File: config.mk
export PLATFORM = sky130hd
export DESIGN_NAME = reservation_station
export DESIGN_NICKNAME = d
export VERILOG_FILES = /design/src/logic/rv_isa_pkg.sv /design/src/logic/rs_pkg.sv /design/src/logic/reservation_station.sv
export SDC_FILE = /design/constraint.sdc
export NUM_CORES = 1
export LEC_CHECK = 0
export ABC_AREA = 1
export BUFFER_PORTS_ARGS = -buffer_cell sky130_fd_sc_hd__buf_2
export CORE_ASPECT_RATIO = 0.7
export CORE_MARGIN = 2
export CORE_UTILIZATION = 43
export CTS_CLUSTER_DIAMETER = 200
export DETAILED_ROUTE_END_ITERATION = 8
export MAX_ROUTING_LAYER = met4
export PLACE_DENSITY = 0.61
export SYNTH_ARGS = -nofsm -noshare
export SYNTH_HDL_FRONTEND = slang
export SYNTH_SLANG_ARGS = --single-unit
File: constraint.sdc
create_clock -name clk -period 31.4 [get_ports clk]
set_input_delay 1.57 -clock clk [delete_from_list [all_inputs] [get_ports clk]]
set_output_delay 1.57 -clock clk [all_outputs]
set_load 0.02 [all_outputs]
File: src/logic/rv_isa_pkg.sv
package rv_isa_pkg;

    localparam logic [6:0] OP_RTYPE  = 7'b0110011;
    localparam logic [6:0] OP_IMM    = 7'b0010011;
    localparam logic [6:0] OP_JAL    = 7'b1101111;
    localparam logic [6:0] OP_JALR   = 7'b1100111;
    localparam logic [6:0] OP_BRANCH = 7'b1100011;
    localparam logic [6:0] OP_NOP    = 7'b0000000;

    localparam logic [6:0] F7_MULDIV = 7'b0000001;  // M extension

    localparam logic [2:0] F3_MUL = 3'b000;
    localparam logic [2:0] F3_DIV = 3'b100;
    localparam logic [2:0] F3_REM = 3'b110;
    localparam logic [2:0] F3_SLL = 3'b001;
    localparam logic [2:0] F3_SRL = 3'b101;  // SRLI and SRAI

    // Station index follows the enum value
    typedef enum logic [1:0] {
        UNIT_ADD = 2'd0,
        UNIT_MUL = 2'd1,
        UNIT_DIV = 2'd2,
        UNIT_BR  = 2'd3
    } unit_class_t;

    typedef struct packed {
        logic [6:0] funct7;
        logic [4:0] rs2;
        logic [4:0] rs1;
        logic [2:0] funct3;
        logic [4:0] rd;
        logic [6:0] opcode;
    } r_fields_t;

    typedef struct packed {
        logic [11:0] imm;
        logic [4:0]  rs1;
        logic [2:0]  funct3;
        logic [4:0]  rd;
        logic [6:0]  opcode;
    } i_fields_t;

    typedef union packed {
        r_fields_t r_fields;
        i_fields_t i_fields;
    } instr_word_u;

endpackage

File: src/logic/rs_pkg.sv
package rs_pkg;

    localparam int NUM_UNITS = 4;
    localparam int RS_DEPTH  = 4;
    localparam int PHY_W     = 8;
    localparam int CREDIT_W  = 3;  // Holds 0..RS_DEPTH
    localparam int UNIT_W    = $clog2(NUM_UNITS);
    localparam int SLOT_W    = $clog2(RS_DEPTH);

    typedef logic [CREDIT_W-1:0] credit_t;
    typedef logic [UNIT_W-1:0]   unit_idx_t;
    typedef logic [SLOT_W-1:0]   slot_t;

    typedef struct packed {
        rv_isa_pkg::instr_word_u instr;
        logic [31:0]      op1;
        logic [31:0]      op2;
        logic [PHY_W-1:0] op1_phy;
        logic [PHY_W-1:0] op2_phy;
        logic [1:0]       op_valid;  // Bit 0 op1, bit 1 op2
        logic [PHY_W-1:0] rd_phy;
        logic [31:0]      imm;
        logic [31:0]      pc;
        logic [31:0]      inst_num;  // Program order
        logic [3:0]       alu_op;
        logic             mem_to_reg;
        logic             mem_read;
        logic             mem_write;
        logic             alu_src1;
        logic             alu_src2;
        logic             jump;
        logic             branch;
        logic             pred_taken;
        logic             btb_hit;
    } dispatch_pkt_t;

    typedef struct packed {
        logic          busy;
        dispatch_pkt_t pkt;
    } rs_entry_t;

    typedef struct packed {
        logic             valid;
        logic [PHY_W-1:0] tag;
        logic [31:0]      value;
    } cdb_t;

    typedef struct packed {
        logic                    valid;
        rv_isa_pkg::unit_class_t unit;
        dispatch_pkt_t           pkt;
    } issue_pkt_t;

    // Captures a broadcast result into any waiting operand with a matching tag
    function automatic dispatch_pkt_t wakeup(dispatch_pkt_t pkt, cdb_t bus);
        dispatch_pkt_t res;
        res = pkt;
        if (bus.valid && !pkt.op_valid[0] && bus.tag == pkt.op1_phy) begin
            res.op1         = bus.value;
            res.op_valid[0] = 1'b1;
        end
        if (bus.valid && !pkt.op_valid[1] && bus.tag == pkt.op2_phy) begin
            res.op2         = bus.value;
            res.op_valid[1] = 1'b1;
        end
        return res;
    endfunction

endpackage

File: src/logic/reservation_station.sv
module reservation_station (
    input  logic              clk,
    input  logic              reset,
    input  logic              wr_en,
    input  rs_pkg::rs_entry_t wr_entry,
    input  rs_pkg::cdb_t      cdb,
    input  logic              grant,
    output logic              req,
    output rs_pkg::rs_entry_t head,
    output logic              credit_return
);

    rs_pkg::rs_entry_t           slots [rs_pkg::RS_DEPTH];
    logic [rs_pkg::RS_DEPTH-1:0] ready;
    rs_pkg::slot_t               free_idx;
    rs_pkg::slot_t               sel;
    logic                        found;
    logic [31:0]                 best_num;

    always_comb begin
        for (int i = 0; i < rs_pkg::RS_DEPTH; i++) begin
            ready[i] = slots[i].busy && (&slots[i].pkt.op_valid);
        end
    end

    // Lowest free slot, credits guarantee one exists on a write
    always_comb begin
        free_idx = '0;
        for (int i = rs_pkg::RS_DEPTH - 1; i >= 0; i--) begin
            if (!slots[i].busy) begin
                free_idx = rs_pkg::slot_t'(i);
            end
        end
    end

    // Oldest ready entry by inst_num
    always_comb begin
        sel      = '0;
        found    = 1'b0;
        best_num = '0;
        for (int i = 0; i < rs_pkg::RS_DEPTH; i++) begin
            if (ready[i] && (!found || slots[i].pkt.inst_num < best_num)) begin
                sel      = rs_pkg::slot_t'(i);
                best_num = slots[i].pkt.inst_num;
                found    = 1'b1;
            end
        end
    end

    assign req  = |ready;
    assign head = slots[sel];

    always_ff @(posedge clk) begin
        if (reset) begin
            for (int i = 0; i < rs_pkg::RS_DEPTH; i++) begin
                slots[i].busy <= 1'b0;
            end
            credit_return <= 1'b0;
        end else begin
            credit_return <= grant;  // Slot freed on this edge
            for (int i = 0; i < rs_pkg::RS_DEPTH; i++) begin
                if (slots[i].busy) begin
                    slots[i].pkt <= rs_pkg::wakeup(slots[i].pkt, cdb);
                end
            end
            if (grant && found) begin
                slots[sel].busy <= 1'b0;
            end
            if (wr_en) begin
                slots[free_idx] <= wr_entry;
            end
        end
    end

endmodule

# Word level (Yosys, flattened, before mapping)
# Memories as Yosys holds them, arrays and structs flattened.
# Index checks and enable logic that the tools add are counted.
# op_classes
n_lt_le_gt_ge	3
eq_ne	8
n_mux	82
reduce_logical	43
# ops
operator	n
32-bit two-way mux	27
32-bit < comparator	3
8-bit equality test	8
1-bit two-way mux	49
1-bit logical AND	24
2-bit two-way mux	6
1-bit logical NOT	11
2-bit AND reduction	4
4-bit OR reduction	1
1-bit logical OR	3
# word_totals
regBits	1
ram_bits	928
input_bits	277
output_inout_bits	234
elab_cells	138
memories	1
# mem_list
memory	words	width	rd	rd_clocked_by_memory_dff	wr	line_no	source
slots	4	232	5	0	6	reservation_station.sv:13	rs_pkg::rs_entry_t slots [rs_pkg::RS_DEPTH];

# Longest topological paths before layout
# An unclocked memory read counts as a cell.
# depth
word_depth	20
depth_mapped	56
ltp_nobuf	49

# Worst setup path after synthesis
# No wires, ideal clock.
# synth_path
kind	input-to-reg
start	in reset
end	mem slots[3][135] (netlist name) (enable)
setup_ns	0.470
arrival_time_ns	17.055
t_required_ns	30.930
setup_slack_ns	13.875
cell_stages	7
n_path_buf	2
cell_sequence	inv_1 -> nand2_1 -> nor3_1 -> inv_1 -> clkbuf_1 -> clkbuf_1 -> a21boi_0
# synth_lines
element	line_no	source
start: declaration	reservation_station.sv:3	input logic reset,
end: declaration	reservation_station.sv:13	

==> flow_summary.ini <==
[worst_setup_path]
start_kind = register
crit_family = buffers and inverters
crit_start = slots[0][231]
endpoint_kind = output port
worst_path_max_delay_cell = buf_4
path_buf_inv = 9
critPathMaxFanout = 147
critPathArrivalTime_ns = 13.51
crit_type = reg2out
reg2reg_slack_ns = 21.27
cp_common_cell = nand2_1
critPathMaxStageDelay_ns = 0.94
r2r-start = slots[0][231]
required_ns = 29.83

[power]
total_power_mw = 2.68
power.density_nw_per_um2 = 56.5
leakage_nw = 17.3
peakVddDrop_uv = 51.3

[synthesis]
synth_fp_nets = 3826
ys_seq_elements = 929
ys_top_cells_by_count = 924 x edfxtp_1, 675 x nand3_1, 593 x nand2_1
synth_top_area_share_pct = 68.2
synthAdderAreaFrac_pct = 2.86
synth_top_family_by_area = simple AND/OR/NAND/NOR gates
synth_most_common_cell = edfxtp_1
async_flop_share_pct = 0
yosys.area.top_type = edfxtp_1
netlist_instances = 3456
synth_edf_count = 924
yosys_warnings = 0
ys_types = 36
synth_compound_area_share_pct = 5.55
syn_avg_cell_area_um2 = 11.8
synthXorXnorAreaFrac_pct = 0.581
synth_area_um2 = 40700
ys.flop_type = edfxtp_1
synth_area_leaders = edfxtp_1 68%, nand3_1 8.3%, nand2_1 5.5%, o21ai_0 4.0%, nand4_1 3.6%
synth_mux_area_share_pct = 0
yosysSeqAreaShare_pct = 68.4
synth-simple-area-share_pct = 18.9

[timing]
tns_ns = 0
skew_ns = 0.0327
drv_slew = 0
fmax_ghz = 0.0663
hold_viol_final = 0
finalCritPeriodShare_pct = 48.0
setup-violations-final = 0
relSlewSlack_pct = 24.1
worst_pin_slew_ns = 1.14
min_period_ns = 15.08
rsz0062_at_grt = no

[global_route]
grt_pass1_wl_mm = 173
grt_pass1_vias = 27355
grt_max_degree = 148
track_usage_pct = 24.3
antenna_found_initial = 36
grt.overflow.total = 0

[min_path]
hp-class = reg2reg
worstHoldStart = slots[2][231]

[place]
dp_hpwl_mm = 72.0
io_buffers = 510
dp_cells = 5013
routabilityCongestion = 0.871

[detailed_routing]
drt-pass1-iter-count = 5
num_vias = 29219
wirelength_mm = 118
initialDrtViolationCount = 2771
routedWlPerCell_um = 22.6
via_per_inst = 5.60
postRouteAntennaNets = 0
drc = 0

[die]
die_area_um2 = 97200
io_pins = 511
die_h_um = 261
die_x_um = 372
coreArea_um2 = 93900
start_util_pct = 43.4
rows = 94

[cts]
cts_hold_buf = 0
path_clk_slew_ns = 0.06
clock_latency_ns = 0.71
cts_buffer_depth = 3
cts_root_buf = clkbuf_16
htree_levels = 3
post_cts_buffers = 0
cts_resized = 0
cts_tree = yes
cts_inserted_buffers = 90
cts_num_sinks = 929

[run_status]
outcome = complete, no violations

[layout]
synthToLayoutAreaGrowth_pct = 16.5
nNetsFinal = 4227
n_fill_cell = 8293
drive_above_1_share_pct = 18.9
layout.cells.non_filler = 5220

[flow_run]
drv_cap = 0
==> layout by cell type (no fill, tap or decap), types with 3 or more instances in the layout <==
cell type	synthesis	routed
o221ai_1	4	4
ha_1	93	93
diode_2	0	39
clkinv_4	0	3
bufinv_16	0	10
nor4_1	15	15
inv_8	0	4
clkinv_2	0	23
buf_2	68	510
nor2_1	61	59
or2_2	28	28
inv_1	116	112
a21oi_1	39	39
clkinv_16	0	5
nand4_1	237	237
buf_4	13	40
dfxtp_1	5	5
xnor2_1	12	12
nand2_4	2	3
o211ai_1	3	3
o21ai_4	0	6
edfxtp_1	924	924
nand2_1	593	590
a211oi_1	13	13
nand3_1	675	675
o21a_1	11	11
clkbuf_16	0	90
a31oi_1	9	9
clkbuf_1	139	14
clkinv_1	1	16
o2111ai_1	13	13
o21ai_0	322	316
nor2_4	1	3
xor2_1	15	15
clkinvlp_4	0	6
nor3_1	10	8
==> cells by family after synthesis <==
group / count (synthesis)
compound gates: 419
xor+xnor: 27
fa+ha+maj: 93
buf+inv: 362
flops: 929
simple gates: 1626
==> per-stage QoR <==
step | hold WS (ns) | util [%] | instance area, µm² | setup WS, ns
detailed placement | 0.512 | 47.2 | 44300 | 17.06
finish | 0.537 | 50.5 | 47400 | 16.32
CTS | 0.521 | 50.4 | 47300 | 16.26
floorplan | 0.481 | - | 40700 | 13.87
global placement | 0.511 | 47.2 | 44300 | 17.42
global route | 0.554 | 50.5 | 47400 | 14.94
==> layer usage <==
layer | up-vias | track usage (%) | part of all wire (%)
met2 | 1149 | 35.3 | 45
met1 | 14169 | 33.8 | 44
li1 | 13744 | - | -
met3 | 157 | 6.18 | 8.7
met4 | 0 | 6.85 | 2.3
met5 | - | - | 0
==> area by class of cell <==
class,instances,area [µm²],share of cell area [%]
multi-input combinational,2165,11500,24.3
clock inverter,64,737,1.55
inverter,120,482,1.02
tap,1248,1560,3.29
sequential,929,27800,58.8
clock buffer,104,2300,4.86
timing repair buffer,551,2870,6.06
antenna,39,97.6,0.206
==> where the power goes <==
| group | internal (mW) | total (mW) | switching (mW) |
|---|---|---|---|
| Clock | 0.620 | 1.11 | 0.494 |
| Combinational | 0.0502 | 0.162 | 0.112 |
| Sequential | 1.39 | 1.40 | 0.00778 |
| Total | 2.06 | 2.68 | 0.614 |
==> worst register-to-register path: cells and delay by family (launching register included) <==
family          cells  cell delay (ns)
compound gates      4             0.73
fa+ha+maj           3             0.94
buf+inv             5             2.66
flops               1             0.37
simple gates       29             5.31
==> final timing paths <==
check                           depth (start not counted)             to
worst max-delay path                                   44       head[65]
worst min register to register                          2  slots[2][231]
worst min-delay path                                    2  slots[2][231]
worst max register to register                         41  slots[2][231]
==> state kept, by name, summed over array words and instances, names as in the netlist <==
signal         count
credit_return      1
slots            928
(Power assumes the default switching activity.)
