## config.mk

```make
export PLATFORM = sky130hd
export DESIGN_NAME = dispatch_router
export DESIGN_NICKNAME = d
export VERILOG_FILES = /design/src/logic/rv_isa_pkg.sv /design/src/logic/rs_pkg.sv /design/src/logic/dispatch_router.sv
export SDC_FILE = /design/constraint.sdc
export NUM_CORES = 1
export LEC_CHECK = 0
export ABC_CLOCK_PERIOD_IN_PS = 2770
export BUFFER_PORTS_ARGS = -buffer_cell sky130_fd_sc_hd__buf_2
export CAP_MARGIN = 30
export CORE_AREA = 2 2 202 204
export CTS_BUF_LIST = sky130_fd_sc_hd__clkbuf_8
export DETAILED_ROUTE_END_ITERATION = 16
export DIE_AREA = 0 0 204 206
export GPL_ROUTABILITY_DRIVEN = 1
export PLACE_DENSITY_LB_ADDON = 0.15
export SETUP_SLACK_MARGIN = 0.15
export SLEW_MARGIN = 30
export SYNTH_ARGS = -nofsm -noshare
export SYNTH_HDL_FRONTEND = slang
export SYNTH_SLANG_ARGS = --single-unit
```

## constraint.sdc

```tcl
create_clock -name clk -period 2.77 [get_ports clk]
set_input_delay 0.1385 -clock clk [delete_from_list [all_inputs] [get_ports clk]]
set_output_delay 0.1385 -clock clk [all_outputs]
set_load 0.02 [all_outputs]
```

## src/logic/rv_isa_pkg.sv

```systemverilog
package rv_isa_pkg;

    localparam logic [6:0] OP_RTYPE  = 7'b0110011;
    localparam logic [6:0] OP_IMM    = 7'b0010011;
    localparam logic [6:0] OP_JAL    = 7'b1101111;
    localparam logic [6:0] OP_JALR   = 7'b1100111;
    localparam logic [6:0] OP_BRANCH = 7'b1100011;
    localparam logic [6:0] OP_NOP    = 7'b0000000;

    localparam logic [6:0] F7_MULDIV = 7'b0000001;  // M extension

    localparam logic [2:0] F3_MUL = 3'b000;
    localparam logic [2:0] F3_DIV = 3'b100;
    localparam logic [2:0] F3_REM = 3'b110;
    localparam logic [2:0] F3_SLL = 3'b001;
    localparam logic [2:0] F3_SRL = 3'b101;  // SRLI and SRAI

    // Station index follows the enum value
    typedef enum logic [1:0] {
        UNIT_ADD = 2'd0,
        UNIT_MUL = 2'd1,
        UNIT_DIV = 2'd2,
        UNIT_BR  = 2'd3
    } unit_class_t;

    typedef struct packed {
        logic [6:0] funct7;
        logic [4:0] rs2;
        logic [4:0] rs1;
        logic [2:0] funct3;
        logic [4:0] rd;
        logic [6:0] opcode;
    } r_fields_t;

    typedef struct packed {
        logic [11:0] imm;
        logic [4:0]  rs1;
        logic [2:0]  funct3;
        logic [4:0]  rd;
        logic [6:0]  opcode;
    } i_fields_t;

    typedef union packed {
        r_fields_t r_fields;
        i_fields_t i_fields;
    } instr_word_u;

endpackage

```

## src/logic/rs_pkg.sv

```systemverilog
package rs_pkg;

    localparam int NUM_UNITS = 4;
    localparam int RS_DEPTH  = 4;
    localparam int PHY_W     = 8;
    localparam int CREDIT_W  = 3;  // Holds 0..RS_DEPTH
    localparam int UNIT_W    = $clog2(NUM_UNITS);
    localparam int SLOT_W    = $clog2(RS_DEPTH);

    typedef logic [CREDIT_W-1:0] credit_t;
    typedef logic [UNIT_W-1:0]   unit_idx_t;
    typedef logic [SLOT_W-1:0]   slot_t;

    typedef struct packed {
        rv_isa_pkg::instr_word_u instr;
        logic [31:0]      op1;
        logic [31:0]      op2;
        logic [PHY_W-1:0] op1_phy;
        logic [PHY_W-1:0] op2_phy;
        logic [1:0]       op_valid;  // Bit 0 op1, bit 1 op2
        logic [PHY_W-1:0] rd_phy;
        logic [31:0]      imm;
        logic [31:0]      pc;
        logic [31:0]      inst_num;  // Program order
        logic [3:0]       alu_op;
        logic             mem_to_reg;
        logic             mem_read;
        logic             mem_write;
        logic             alu_src1;
        logic             alu_src2;
        logic             jump;
        logic             branch;
        logic             pred_taken;
        logic             btb_hit;
    } dispatch_pkt_t;

    typedef struct packed {
        logic          busy;
        dispatch_pkt_t pkt;
    } rs_entry_t;

    typedef struct packed {
        logic             valid;
        logic [PHY_W-1:0] tag;
        logic [31:0]      value;
    } cdb_t;

    typedef struct packed {
        logic                    valid;
        rv_isa_pkg::unit_class_t unit;
        dispatch_pkt_t           pkt;
    } issue_pkt_t;

    // Captures a broadcast result into any waiting operand with a matching tag
    function automatic dispatch_pkt_t wakeup(dispatch_pkt_t pkt, cdb_t bus);
        dispatch_pkt_t res;
        res = pkt;
        if (bus.valid && !pkt.op_valid[0] && bus.tag == pkt.op1_phy) begin
            res.op1         = bus.value;
            res.op_valid[0] = 1'b1;
        end
        if (bus.valid && !pkt.op_valid[1] && bus.tag == pkt.op2_phy) begin
            res.op2         = bus.value;
            res.op_valid[1] = 1'b1;
        end
        return res;
    endfunction

endpackage

```

## src/logic/dispatch_router.sv

```systemverilog
module dispatch_router (
    input  logic                            clk,
    input  logic                            reset,
    input  logic                            dispatch_valid,
    input  rs_pkg::dispatch_pkt_t           dispatch,
    input  logic [rs_pkg::NUM_UNITS-1:0]    credit_return,
    input  rs_pkg::cdb_t                    cdb,
    output logic                            dispatch_ready,
    output logic [rs_pkg::NUM_UNITS-1:0]    wr_en,
    output rs_pkg::rs_entry_t               wr_entry
);

    rv_isa_pkg::unit_class_t unit;
    logic                    is_nop;
    logic                    is_shift_imm;
    logic                    accept;
    rs_pkg::credit_t         credit [rs_pkg::NUM_UNITS];
    rs_pkg::dispatch_pkt_t   pkt;

    // Unit class from the R-type view
    always_comb begin
        unit   = rv_isa_pkg::UNIT_ADD;
        is_nop = 1'b0;
        case (dispatch.instr.r_fields.opcode)
            rv_isa_pkg::OP_NOP: begin
                is_nop = 1'b1;
            end
            rv_isa_pkg::OP_RTYPE: begin
                if (dispatch.instr.r_fields.funct7 == rv_isa_pkg::F7_MULDIV) begin
                    if (dispatch.instr.r_fields.funct3 == rv_isa_pkg::F3_MUL) begin
                        unit = rv_isa_pkg::UNIT_MUL;
                    end else if (dispatch.instr.r_fields.funct3 == rv_isa_pkg::F3_DIV ||
                                 dispatch.instr.r_fields.funct3 == rv_isa_pkg::F3_REM) begin
                        unit = rv_isa_pkg::UNIT_DIV;
                    end
                end
            end
            rv_isa_pkg::OP_JAL, rv_isa_pkg::OP_JALR, rv_isa_pkg::OP_BRANCH: begin
                unit = rv_isa_pkg::UNIT_BR;
            end
            default: begin
                unit = rv_isa_pkg::UNIT_ADD;
            end
        endcase
    end

    // SLLI, SRLI and SRAI carry a shift amount in the immediate field
    assign is_shift_imm = dispatch.instr.i_fields.opcode == rv_isa_pkg::OP_IMM &&
                          (dispatch.instr.i_fields.funct3 == rv_isa_pkg::F3_SLL ||
                           dispatch.instr.i_fields.funct3 == rv_isa_pkg::F3_SRL);

    assign dispatch_ready = is_nop || (credit[unit] != '0);
    assign accept         = dispatch_valid && dispatch_ready && !is_nop;

    always_comb begin
        pkt = rs_pkg::wakeup(dispatch, cdb);  // Result landing in the write cycle
        if (dispatch.instr.i_fields.opcode == rv_isa_pkg::OP_IMM) begin
            if (is_shift_imm) begin
                pkt.imm = {27'd0, dispatch.instr.i_fields.imm[4:0]};  // Shamt only
            end else begin
                pkt.imm = {{20{dispatch.instr.i_fields.imm[11]}},
                           dispatch.instr.i_fields.imm};
            end
        end
        if (unit != rv_isa_pkg::UNIT_BR) begin
            pkt.jump       = 1'b0;
            pkt.branch     = 1'b0;
            pkt.pred_taken = 1'b0;
            pkt.btb_hit    = 1'b0;
        end
        if (unit != rv_isa_pkg::UNIT_ADD) begin
            pkt.mem_to_reg = 1'b0;
            pkt.mem_read   = 1'b0;
            pkt.mem_write  = 1'b0;
            pkt.alu_src1   = 1'b0;
            pkt.alu_src2   = 1'b0;
        end
    end

    assign wr_entry.busy = 1'b1;
    assign wr_entry.pkt  = pkt;

    always_comb begin
        wr_en = '0;
        if (accept) begin
            wr_en[unit] = 1'b1;
        end
    end

    // One counter per station, write and return may coincide
    always_ff @(posedge clk) begin
        if (reset) begin
            for (int i = 0; i < rs_pkg::NUM_UNITS; i++) begin
                credit[i] <= rs_pkg::credit_t'(rs_pkg::RS_DEPTH);
            end
        end else begin
            for (int i = 0; i < rs_pkg::NUM_UNITS; i++) begin
                credit[i] <= credit[i] + rs_pkg::credit_t'(credit_return[i])
                             - rs_pkg::credit_t'(wr_en[i]);
            end
        end
    end

endmodule

```

**Yosys cells after proc, flatten, opt, wreduce, memory -nomap -nowiden**

Memory sizes are Yosys's and may differ from the RTL's.
Index checks and enable logic that the tools add are counted.

- Logic and storage cells: 70
- RAM bits: 12
- Input bits: 279
- Memories kept: 1
- Bits in registers: 0
- Output and inout port bits: 237

Memory list:

| name | depth | width | read ports | clocked after memory_dff | wr ports | RTL line | RTL |
|---|---|---|---|---|---|---|---|
| credit | 4 | 3 | 5 | 0 | 4 | dispatch_router.sv:17 | `rs_pkg::credit_t credit [rs_pkg::NUM_UNITS];` |

- $add $sub $neg: 8
- Bitwise operators: 4
- Order comparisons: 2
- Reductions and logical operators: 19
- Mux-type cells: 23
- Equal/unequal tests: 13

Operator list:

| kind | count |
|---|---|
| 32-bit 2-to-1 mux | 4 |
| 7-bit equality test (second input constant) | 3 |
| 8-bit equality test | 2 |
| 3-bit by 1-bit adder with 3-bit output | 4 |
| 3-bit 2-to-1 mux | 4 |
| 3-bit by 1-bit subtractor with 3-bit output | 4 |
| 3-bit equality test (second input constant) | 3 |
| 1-bit logical AND | 8 |
| 4-bit 2-to-1 mux | 2 |
| 7-bit by 1-bit equality test with 1-bit output (second input constant) | 1 |
| 7-bit by 5-bit equality test with 1-bit output (second input constant) | 1 |
| 7-bit by 6-bit equality test with 1-bit output (second input constant) | 1 |
| 7-bit zero test | 1 |
| 1-bit 2-to-1 mux | 7 |
| 2-bit 2-to-1 mux | 3 |
| 5-bit 2-to-1 mux | 1 |
| 1-bit bitwise OR | 4 |
| 2-bit case mux with 2 select lines | 1 |
| 3-bit by 1-bit equality test with 1-bit output (second input constant) | 1 |
| 1-bit zero test | 3 |
| 3-bit zero test | 1 |
| 1-bit logical OR | 3 |
| 2-bit by 3-bit less-than comparator with 1-bit output (second input constant) | 1 |
| 3-bit nonzero test | 1 |
| other kinds (5) | 5 |

**Longest topological paths before layout**

Gate-level depths: netlist (run 1).
An unclocked memory read counts as a cell.

- Word-level depth: 14
- Mapped depth: 11
- Mapped depth without buffers: 11

**Worst setup path before layout (run 1)**

Ideal clock, no wire load.

- Path type: input to register
- Start point: input dispatch[201] in the netlist's numbering
- End point: memory credit[1][2] in the netlist's numbering
- Setup time: 117 ps
- Path slack: -230 ps
- Cell stages on the path: 11
- Path buffers: 0
- Required time: 2,653 ps
- Arrival time: 2,883 ps
- Cells stage by stage: and2b_1 > nor3_1 > a21oi_1 > nor4_1 > ha_1 > inv_1 > ha_1 > fa_1 > xnor2_1 > xnor2_1 > nand2b_1

RTL lines:

| item | RTL line | RTL |
|---|---|---|
| start, declared | dispatch_router.sv:5 | `input rs_pkg::dispatch_pkt_t dispatch,` |
| end, declared | dispatch_router.sv:17 |  |

==> impl_summary.txt, run 1 <==
----------------------------------------------------
[Clock network]
  H-tree depth ... 1
  Max Buffers Root-to-Sink ... 2
  Total number of clock tree sinks ... 12
  Number of post-CTS setup repair buffers ... 0
  Clock tree from TritonCTS ... yes
  CTS Root Buffer Type ... clkbuf_8
  CTS buffer count ... 3
  Clk Latency, worst-skew pair ... 240 ps
  Clock-pin slew on the worst setup and hold paths ... 60 ps

[Synthesis]
  Gate count after technology mapping ... 388
  Cell area after synthesis ... 3200 um2
  Count of flip-flops with a built-in enable after synthesis ... 0
  Sequential element share of the synthesized area ... 7.50%
  Mean instance size in the synthesized netlist ... 8.26 um2
  Dominant register cell in the synthesized netlist ... dfxtp_1
  Ys Warns ... 0
  Async set or reset register ratio after synthesis ... 0%
  Number of distinct library cells after synthesis ... 39
  Synthesized flop and latch total ... 12
  Post-Syn Nets ... 679

[Final layout]
  Largest register FFs ... 12
  Leading registers by flop count ... credit: 12 flops
  Final Non-Filler Cells ... 1,140
  Register ranked first by flip-flop count ... credit
  Post-synthesis to final-layout area growth ... 47.3%
  Most common cell after layout, fill and taps aside ... buf_2
  Design area ... 4720 um2
  Leading cell types in the layout, fill and taps excluded ... buf_2 (342), mux2_2 (64), nand2_1 (28)
  Total Nets Final ... 900
  Layout cells sized above 1 ... 71.7%

[Timing]
  Final period utilization ... 89.0%
  Final count of pins violating max slew ... 0
  Worst hold margin ... 239 ps
  Post-Route Setup TNS ... 0 ps
  Tmin final ... 2470 ps
  Setup repair after global routing missed its margin ... true
  Clock skew after layout ... 3.13 ps
  F_max ... 0.406 GHz
  Final setup fails ... 0
  Final number of hold-violating endpoints ... 0

[Pwr]
  Power per unit of standard cell area ... 246 nW/um2
  Leakage power summed over all cells ... 2.43 nW
  Worst voltage drop across the vdd grid ... 0.0890 mV

[Place]
  DP Wirelength ... 17.5 mm
  Dpl cells ... 1,136
  Post-placement cell area ... 4650 um2
  Final Wtd Congestion ... 0.752
  Number of port buffers ... 342

[Floorplan]
  Number of placement rows ... 74
  DIE WIDTH ... 204 um
  Initial core utilization ... 7.97%
  Standard cell core area ... 40,200 um2
  Height of the die ... 206 um
  Count of pins on the block boundary ... 516
  Die area ... 42,000 um2

[Drt]
  DRC ... 0
  Post-route antenna net violation count ... 0
  Via Count ... 3,463
  Wire length per cell ... 16.8 um
  Wire length reported by the detailed router ... 19.2 mm
  Detail-routed via count per cell ... 3.04
  Pre-Repair DR Iteration Count ... 4
  Number of design-rule violations left by the first detailed-router iteration ... 92

[Status]
  Result of the run ... finished clean

[Worst setup path]
  Setup slack of the worst register-to-register path ... 300 ps
  Worst setup SP type ... register
  Crit path kind ... reg2reg
  Biggest fanout along the worst timing path ... 3
  Worst EP required ... 2900 ps
  Type of element capturing the critical path ... register
  Data arrival at the endpoint of the critical path ... 2600 ps

[Flow run]
  MaxCap Viol Count ... 0

[GRT]
  First-pass GRT wire length ... 24.6 mm
  Pin count of the biggest net entering global routing ... 22
  Number of antenna violations at the first check in global routing ... 6
  Global routing usage summed across all routing layers ... 8.24%
  Total overflow reported by the global router ... 0
  Via count of the first global-routing pass ... 3,424

[Hold path]
  Worst min-delay path class ... in2reg

----------------------------------------------------
synth_stat cells, drive strengths merged (2+ instances only):
library cell	number	share of area [%]
nand3	10	1.9
fa	4	2.5
nor2b	8	1.6
xor2	16	4.4
a21o	21	4.9
dfxtp	12	7.5
nor3b	5	1.2
or3	3	0.74
nand2b	8	1.6
ha	8	3.1
nor4	4	1.2
a31oi	2	0.39
mux2	64	22
o31ai	2	0.47
a21oi	2	0.31
xnor2	8	2.2
and2	9	1.8
nor2	2	0.23
nand2	28	3.3
inv	16	1.9
buf	138	33
nor3	7	1.2
timing repair:
item / 4_1_cts / 5_1_grt
hold buffers: 0 / 0
resized for setup: 0 / 5
endpoints found under the setup margin: 0 / 3
critical path, cell delays in order (launching register included):
cell	delay (ps)
dfxtp_1	370
nor3_1	90
o31ai_2	340
a31oi_1	160
nor3b_2	260
ha_1	170
inv_1	40
ha_1	180
fa_1	380
xnor2_1	170
xnor2_1	130
nand2b_1	70
stage by stage:
step	total power, mW	utilization, %	setup WS (ps)
2_1_floorplan	0.866	-	126
3_3_place_gp	1.02	11.6	86.0
3_5_place_dp	1.01	11.6	80.8
4_1_cts	1.19	11.7	167
5_1_grt	1.27	11.7	123
6_report	1.16	11.7	304
power breakdown:
part	total, mW	switching, mW	internal [mW]
combinational	0.764	0.427	0.338
sequential	0.236	0.0279	0.208
clock	0.163	0.0673	0.0960
total	1.16	0.522	0.641
layer usage:
layer | share of wire, % | GRT usage [%] | wire, um | up-vias
li1 | - | - | - | 1611
met2 | 49 | 15.2 | 9480 | 284
met3 | 13 | 3.75 | 2410 | 28
met1 | 36 | 8.45 | 6880 | 1532
met4 | 1.8 | 1.81 | 340 | 8
met5 | 0.41 | 0.833 | 78 | -
kinds of logic after synthesis:
logic type	count (synthesis)	synth area share, %
buffers and inverters	155	34.9
and+or+nand+nor	90	16.1
muxes	64	22.5
AOI/OAI and AO/OA	30	6.75
xor gates and xnor gates	24	6.56
adders and majority gates	12	5.62
DFF	12	7.50
other	1	0.117
final timing paths:
check	startpoint	to	cells past startpoint
worst max-delay path	credit[1][1]	credit[3][2]	11
worst min-delay path	credit_return[0]	credit[0][0]	3
worst max register to register	credit[1][1]	credit[3][2]	11
worst min register to register	credit[1][1]	credit[1][2]	2
cell type report:
| cell class | instances | area (um2) |
|---|---|---|
| Fill cell | 4763 | 35500 |
| Antenna cell | 1 | 2.50 |
| Multi-Input combinational cell | 221 | 1900 |
| Clock buffer | 3 | 41.3 |
| Timing Repair Buffer | 355 | 1810 |
| Sequential cell | 12 | 240 |
| Inverter | 16 | 60.1 |
| Tap cell | 532 | 666 |
(Power assumes the default switching activity.)
==> run 2: changes to the inputs <==
--- a/config.mk
+++ b/config.mk
@@ -14,6 +14,7 @@
 export DIE_AREA = 0 0 204 206
 export GPL_ROUTABILITY_DRIVEN = 1
 export PLACE_DENSITY_LB_ADDON = 0.15
+export REMOVE_ABC_BUFFERS = 1
 export SETUP_SLACK_MARGIN = 0.15
 export SLEW_MARGIN = 30
 export SYNTH_ARGS = -nofsm -noshare
==> run 2 against run 1 <==
  * Non-clock buffer count stayed put
  * Sequential power hardly changed
  * Clock skew is 0.97 ps lower
  * Largest power group unchanged
  * Clock-buffer cell count stayed put
  * Final cell count hardly changed
  * Highest routed layer unchanged
  * First-iteration DRC count is 51% higher
  * Critical path depth stayed put
  * Sequential cell count stayed put
==> impl_summary.txt, run 2 (synthesis results as in run 1) <==
----------------------------------------------------
[Status]
  Result of the run ... finished clean

[Drt]
  Pre-Repair DR Iteration Count ... 4
  Via Count ... 3,699
  DRC ... 0
  Number of design-rule violations left by the first detailed-router iteration ... 139
  Wire length per cell ... 26.4 um
  Wire length reported by the detailed router ... 30.1 mm
  Detail-routed via count per cell ... 3.25
  Post-route antenna net violation count ... 0

[GRT]
  Pin count of the biggest net entering global routing ... 33
  Number of antenna violations at the first check in global routing ... 0
  Global routing usage summed across all routing layers ... 13.5%
  First-pass GRT wire length ... 37.1 mm
  Via count of the first global-routing pass ... 3,740
  Total overflow reported by the global router ... 0

[Worst setup path]
  Slowest stage cell, crit path ... or3_1
  Worst setup SP type ... register
  Setup slack of the worst register-to-register path ... 290 ps
  Biggest fanout along the worst timing path ... 3
  Type of element capturing the critical path ... register
  Crit path kind ... reg2reg
  Cells along the critical path ... or3_1 > a21oi_2 > nor4_1 > buf_4 > ha_1 > inv_1 > ha_1 > fa_1 > xnor2_1 > xnor2_1 > nand2b_1
  Worst EP required ... 2900 ps
  Data arrival at the endpoint of the critical path ... 2600 ps
  Slowest stage delay, CP ... 420 ps

[Final layout]
  Most common cell after layout, fill and taps aside ... buf_2
  Leading cell types in the layout, fill and taps excluded ... buf_2 (342), mux2_2 (64), nand2_1 (28)
  Post-synthesis to final-layout area growth ... 46.1%
  Register ranked first by flip-flop count ... credit
  Leading registers by flop count ... credit: 12 flops
  Largest register FFs ... 12
  Layout cells sized above 1 ... 71.3%
  Antenna cells ... 0
  Utilization of the core after routing ... 11.7%
  Total Nets Final ... 900

[Clock network]
  CTS buffer count ... 3
  Max Buffers Root-to-Sink ... 2
  Clock tree from TritonCTS ... yes
  H-tree depth ... 1
  Clk Latency, worst-skew pair ... 240 ps
  Total number of clock tree sinks ... 12
  Number of buffers inserted by hold repair at cts ... 0
  Cells resized by post-CTS repair ... 1
  CTS Root Buffer Type ... clkbuf_8
  Number of post-CTS setup repair buffers ... 0
  Clock-pin slew on the worst setup and hold paths ... 50 ps

[Floorplan]
  Count of pins on the block boundary ... 516
  Standard cell core area ... 40,200 um2
  DIE WIDTH ... 204 um
  Initial core utilization ... 7.97%
  Height of the die ... 206 um
  Die area ... 42,000 um2
  Number of placement rows ... 74

[Timing]
  Tmin final ... 2480 ps
  Final count of pins violating max slew ... 0
  Final number of hold-violating endpoints ... 0
  Final period utilization ... 89.4%
  Normalized max-slew margin ... 60.3%
  Setup repair after global routing missed its margin ... true
  Post-Route Setup TNS ... 0 ps
  Clock skew after layout ... 2.16 ps
  Transition time of the tightest slew-check pin ... 595 ps
  F_max ... 0.404 GHz
  Final setup fails ... 0

[Pwr]
  Power per unit of standard cell area ... 248 nW/um2
  Leakage power summed over all cells ... 2.42 nW
  Worst voltage drop across the vdd grid ... 0.0824 mV

[Place]
  DP Wirelength ... 26.7 mm
  Number of port buffers ... 342
  Final Wtd Congestion ... 0.855

[Flow run]
  MaxCap Viol Count ... 0

[Hold path]
  Worst min-delay path class ... in2reg

----------------------------------------------------
[run 2: changes by cell type in the layout (fill, tap and decap cells not counted), sizes merged]
cell / previous run / this run
diode: 1 / 0
[run 2: worst paths after layout]
check,end,cells past startpoint,start
worst max register to register,credit[1][2],11,credit[3][1]
worst max-delay path,credit[1][2],11,credit[3][1]
worst min register to register,credit[1][2],2,credit[1][1]
worst min-delay path,credit[0][1],2,reset
[run 2: cell type report]
class                   instances  area, um2
clock buffers                   3       41.3
inverters                      16       60.1
fillers                      4778      35500
multi-input cells             221       1870
repair buffers                355       1810
well taps                     532        666
flip-flops and latches         12        240
[run 2: through the flow]
| step | cell area (um2) | hold WS (ps) | cells | total power [mW] | worst slack [ps] |
|---|---|---|---|---|---|
| floorplan | 2150 | 210 | 249 | 0.598 | -229 |
| global placement | 4620 | 277 | 1136 | 1.02 | 27.2 |
| detailed placement | 4620 | 277 | 1136 | 1.02 | -15.8 |
| CTS | 4670 | 239 | 1139 | 1.19 | 180 |
| global route | 4680 | 270 | 1139 | 1.26 | 77.7 |
| finish | 4680 | 243 | 1139 | 1.16 | 294 |
[run 2: critical path, delay by kind of cell (launching register included)]
kind / cells / cell delay [ps]
buffers and inverters: 2 / 170
DFF: 1 / 330
adders and majority gates: 3 / 820
and+or+nand+nor: 3 / 550
AOI/OAI and AO/OA: 1 / 190
xor gates and xnor gates: 2 / 310
[run 2: report_power, final]
part	internal [mW]	switching (mW)
clock	0.0957	0.0618
sequential	0.208	0.0252
combinational	0.334	0.437
[run 2: layer usage]
| metal | share of wire (%) | vias up | GRT usage (%) |
|---|---|---|---|
| li1 | - | 1603 | - |
| met1 | 28 | 1586 | 10.3 |
| met2 | 44 | 478 | 22.0 |
| met3 | 24 | 22 | 14.5 |
| met4 | 2.5 | 10 | 3.52 |
| met5 | 1.6 | - | 8.69 |
==> run 3: changes to the inputs <==
--- a/config.mk
+++ b/config.mk
@@ -5,13 +5,14 @@
 export SDC_FILE = /design/constraint.sdc
 export NUM_CORES = 1
 export LEC_CHECK = 0
-export ABC_CLOCK_PERIOD_IN_PS = 2770
+export ABC_CLOCK_PERIOD_IN_PS = 3100
 export BUFFER_PORTS_ARGS = -buffer_cell sky130_fd_sc_hd__buf_2
 export CAP_MARGIN = 30
-export CORE_AREA = 2 2 202 204
+export CORE_AREA = 2 2 201 203
 export CTS_BUF_LIST = sky130_fd_sc_hd__clkbuf_8
+export CTS_CLUSTER_SIZE = 16
 export DETAILED_ROUTE_END_ITERATION = 16
-export DIE_AREA = 0 0 204 206
+export DIE_AREA = 0 0 203 205
 export GPL_ROUTABILITY_DRIVEN = 1
 export PLACE_DENSITY_LB_ADDON = 0.15
 export REMOVE_ABC_BUFFERS = 1
==> constraint.sdc (replaced) <==
create_clock -name clk -period 3.1 [get_ports clk]
set_input_delay 0.155 -clock clk [delete_from_list [all_inputs] [get_ports clk]]
set_output_delay 0.155 -clock clk [all_outputs]
set_load 0.02 [all_outputs]
==> run 3 against run 2 <==
  * Register-to-register slack improved by 170 ps
  * Clock power decreased by 11%
  * First-iteration DRC count grew 22%
  * Sequential share of layout area grew 0.081 points
  * Design area is 1.5% lower
  * Non-clock buffer count down 6
  * Die area down 0.97%
  * Critical endpoint unchanged
  * Highest routed layer unchanged
==> impl_summary.txt, run 3 (synthesis results as in run 1) <==
----------------------------------------------------
[Status]
  Result of the run ... finished clean

[Timing]
  Tmin final ... 2630 ps
  Final number of hold-violating endpoints ... 0
  Final WS setup ... 466 ps
  Final count of pins violating max slew ... 0
  F_max ... 0.380 GHz
  Setup repair after global routing missed its margin ... false
  Post-Route Setup TNS ... 0 ps
  Final period utilization ... 85.0%
  Final setup fails ... 0
  Clock skew after layout ... 2.80 ps

[GRT]
  Total overflow reported by the global router ... 0
  Met1 demand-to-capacity share in global routing ... 10.5%
  Global routing usage summed across all routing layers ... 12.0%
  Number of antenna violations at the first check in global routing ... 1
  Met2 Resource Use GR ... 20.0%
  Pin count of the biggest net entering global routing ... 34
  Via count of the first global-routing pass ... 3,719
  First-pass GRT wire length ... 33.2 mm
  Global Route met3 Usage ... 9.64%
  Global-route layer with the greatest usage ... met2

[Floorplan]
  Initial core utilization ... 8.14%
  Standard cell core area ... 39,400 um2
  DIE WIDTH ... 203 um
  Count of pins on the block boundary ... 516
  Die area ... 41,600 um2
  Height of the die ... 205 um
  Number of placement rows ... 73

[Place]
  Number of port buffers ... 342
  Final Wtd Congestion ... 0.874
  DP Wirelength ... 22.9 mm
  Post-Place Worst Slack ... 269 ps

[Worst setup path]
  Type of element capturing the critical path ... register
  Biggest fanout along the worst timing path ... 3
  Worst setup SP type ... register
  Data arrival at the endpoint of the critical path ... 2760 ps
  Worst EP required ... 3230 ps
  Crit path kind ... reg2reg

[Final layout]
  Largest register FFs ... 12
  Post-synthesis to final-layout area growth ... 43.9%
  Register ranked first by flip-flop count ... credit
  Sequential cell area ... 240 um2
  Antenna cells ... 0
  Leading cell types in the layout, fill and taps excluded ... buf_2 (342), mux2_2 (64), nand2_1 (28)
  Multi-input gate area ... 1850 um2
  Layout cells sized above 1 ... 70.4%
  Fill cells ... 4,626
  Most common cell after layout, fill and taps aside ... buf_2
  Total Nets Final ... 894
  Leading registers by flop count ... credit: 12 flops

[Drt]
  Wire length reported by the detailed router ... 26.5 mm
  Detail-routed via count per cell ... 3.30
  Pre-Repair DR Iteration Count ... 4
  DRC ... 0
  Wire length per cell ... 23.5 um
  Number of design-rule violations left by the first detailed-router iteration ... 170
  Post-route antenna net violation count ... 0
  Via Count ... 3,717

[Pwr]
  Leakage power summed over all cells ... 2.39 nW
  Worst voltage drop across the vdd grid ... 0.0908 mV
  Power per unit of standard cell area ... 224 nW/um2

[Hold path]
  Worst min-delay path class ... in2reg

[Flow run]
  MaxCap Viol Count ... 0

[Clock network]
  Number of post-CTS setup repair buffers ... 0
  Max Buffers Root-to-Sink ... 2
  Cells resized by post-CTS repair ... 0
  Clock tree from TritonCTS ... yes
  Number of buffers inserted by hold repair at cts ... 0
  Clk Latency, worst-skew pair ... 240 ps
  H-tree depth ... 1
  CTS buffer count ... 3
  CTS Root Buffer Type ... clkbuf_8
  Clock-pin slew on the worst setup and hold paths ... 50 ps
  Total number of clock tree sinks ... 12

----------------------------------------------------
## run 3: cell types whose count changed in the layout (fill, tap and decap cells not counted), sizes merged
cell	change
buf	-6
## run 3: routing by layer
layer	share of wire [%]	vias up	wire length, um
met1	32	1614	8470
met3	19	29	4940
met5	1.4	-	361
li1	-	1594	-
met4	3.0	10	784
met2	45	470	11900
## run 3: metrics by stage
step | hold WS [ps] | instances | power, mW | area [um2] | utilization, %
2_1_floorplan | 227 | 249 | 0.535 | 2150 | -
3_5_place_dp | 310 | 1123 | 0.906 | 4570 | 11.6
4_1_cts | 266 | 1126 | 1.06 | 4610 | 11.7
5_1_grt | 275 | 1126 | 1.12 | 4610 | 11.7
3_3_place_gp | 310 | 1123 | 0.916 | 4570 | 11.6
6_report | 259 | 1126 | 1.03 | 4610 | 11.7
## run 3: worst max-delay path, stage by stage (launching register included)
cell	delay, ps
dfxtp_1	360
nor3_1	70
o31ai_1	390
a21oi_1	110
nor4_1	410
ha_1	200
inv_1	40
ha_1	180
fa_1	380
xnor2_1	180
xnor2_1	150
nand2b_1	70
## run 3: final cells by class
class | count | share of cell area (%)
tap | 525 | 14.3
clock buffer | 3 | 0.896
sequential | 12 | 5.21
timing repair buffer | 349 | 38.3
multi-input combinational | 221 | 40.1
inverter | 16 | 1.30
## run 3: path summary, 6_finish.rpt
| kind | from | end | slack, ps | cells past startpoint |
|---|---|---|---|---|
| worst max-delay path | credit[1][1] | credit[1][2] | 470 | 11 |
| worst min-delay path | reset | credit[3][0] | 260 | 2 |
| worst max register to register | credit[1][1] | credit[1][2] | 470 | 11 |
| worst min register to register | credit[3][1] | credit[3][2] | 520 | 2 |
## run 3: report_power, final
group,total (mW),leakage (nW),switching (mW),internal (mW)
registers,0.207,0.0993,0.0211,0.186
logic,0.685,2.27,0.388,0.296
clock network,0.140,0.0216,0.0543,0.0854
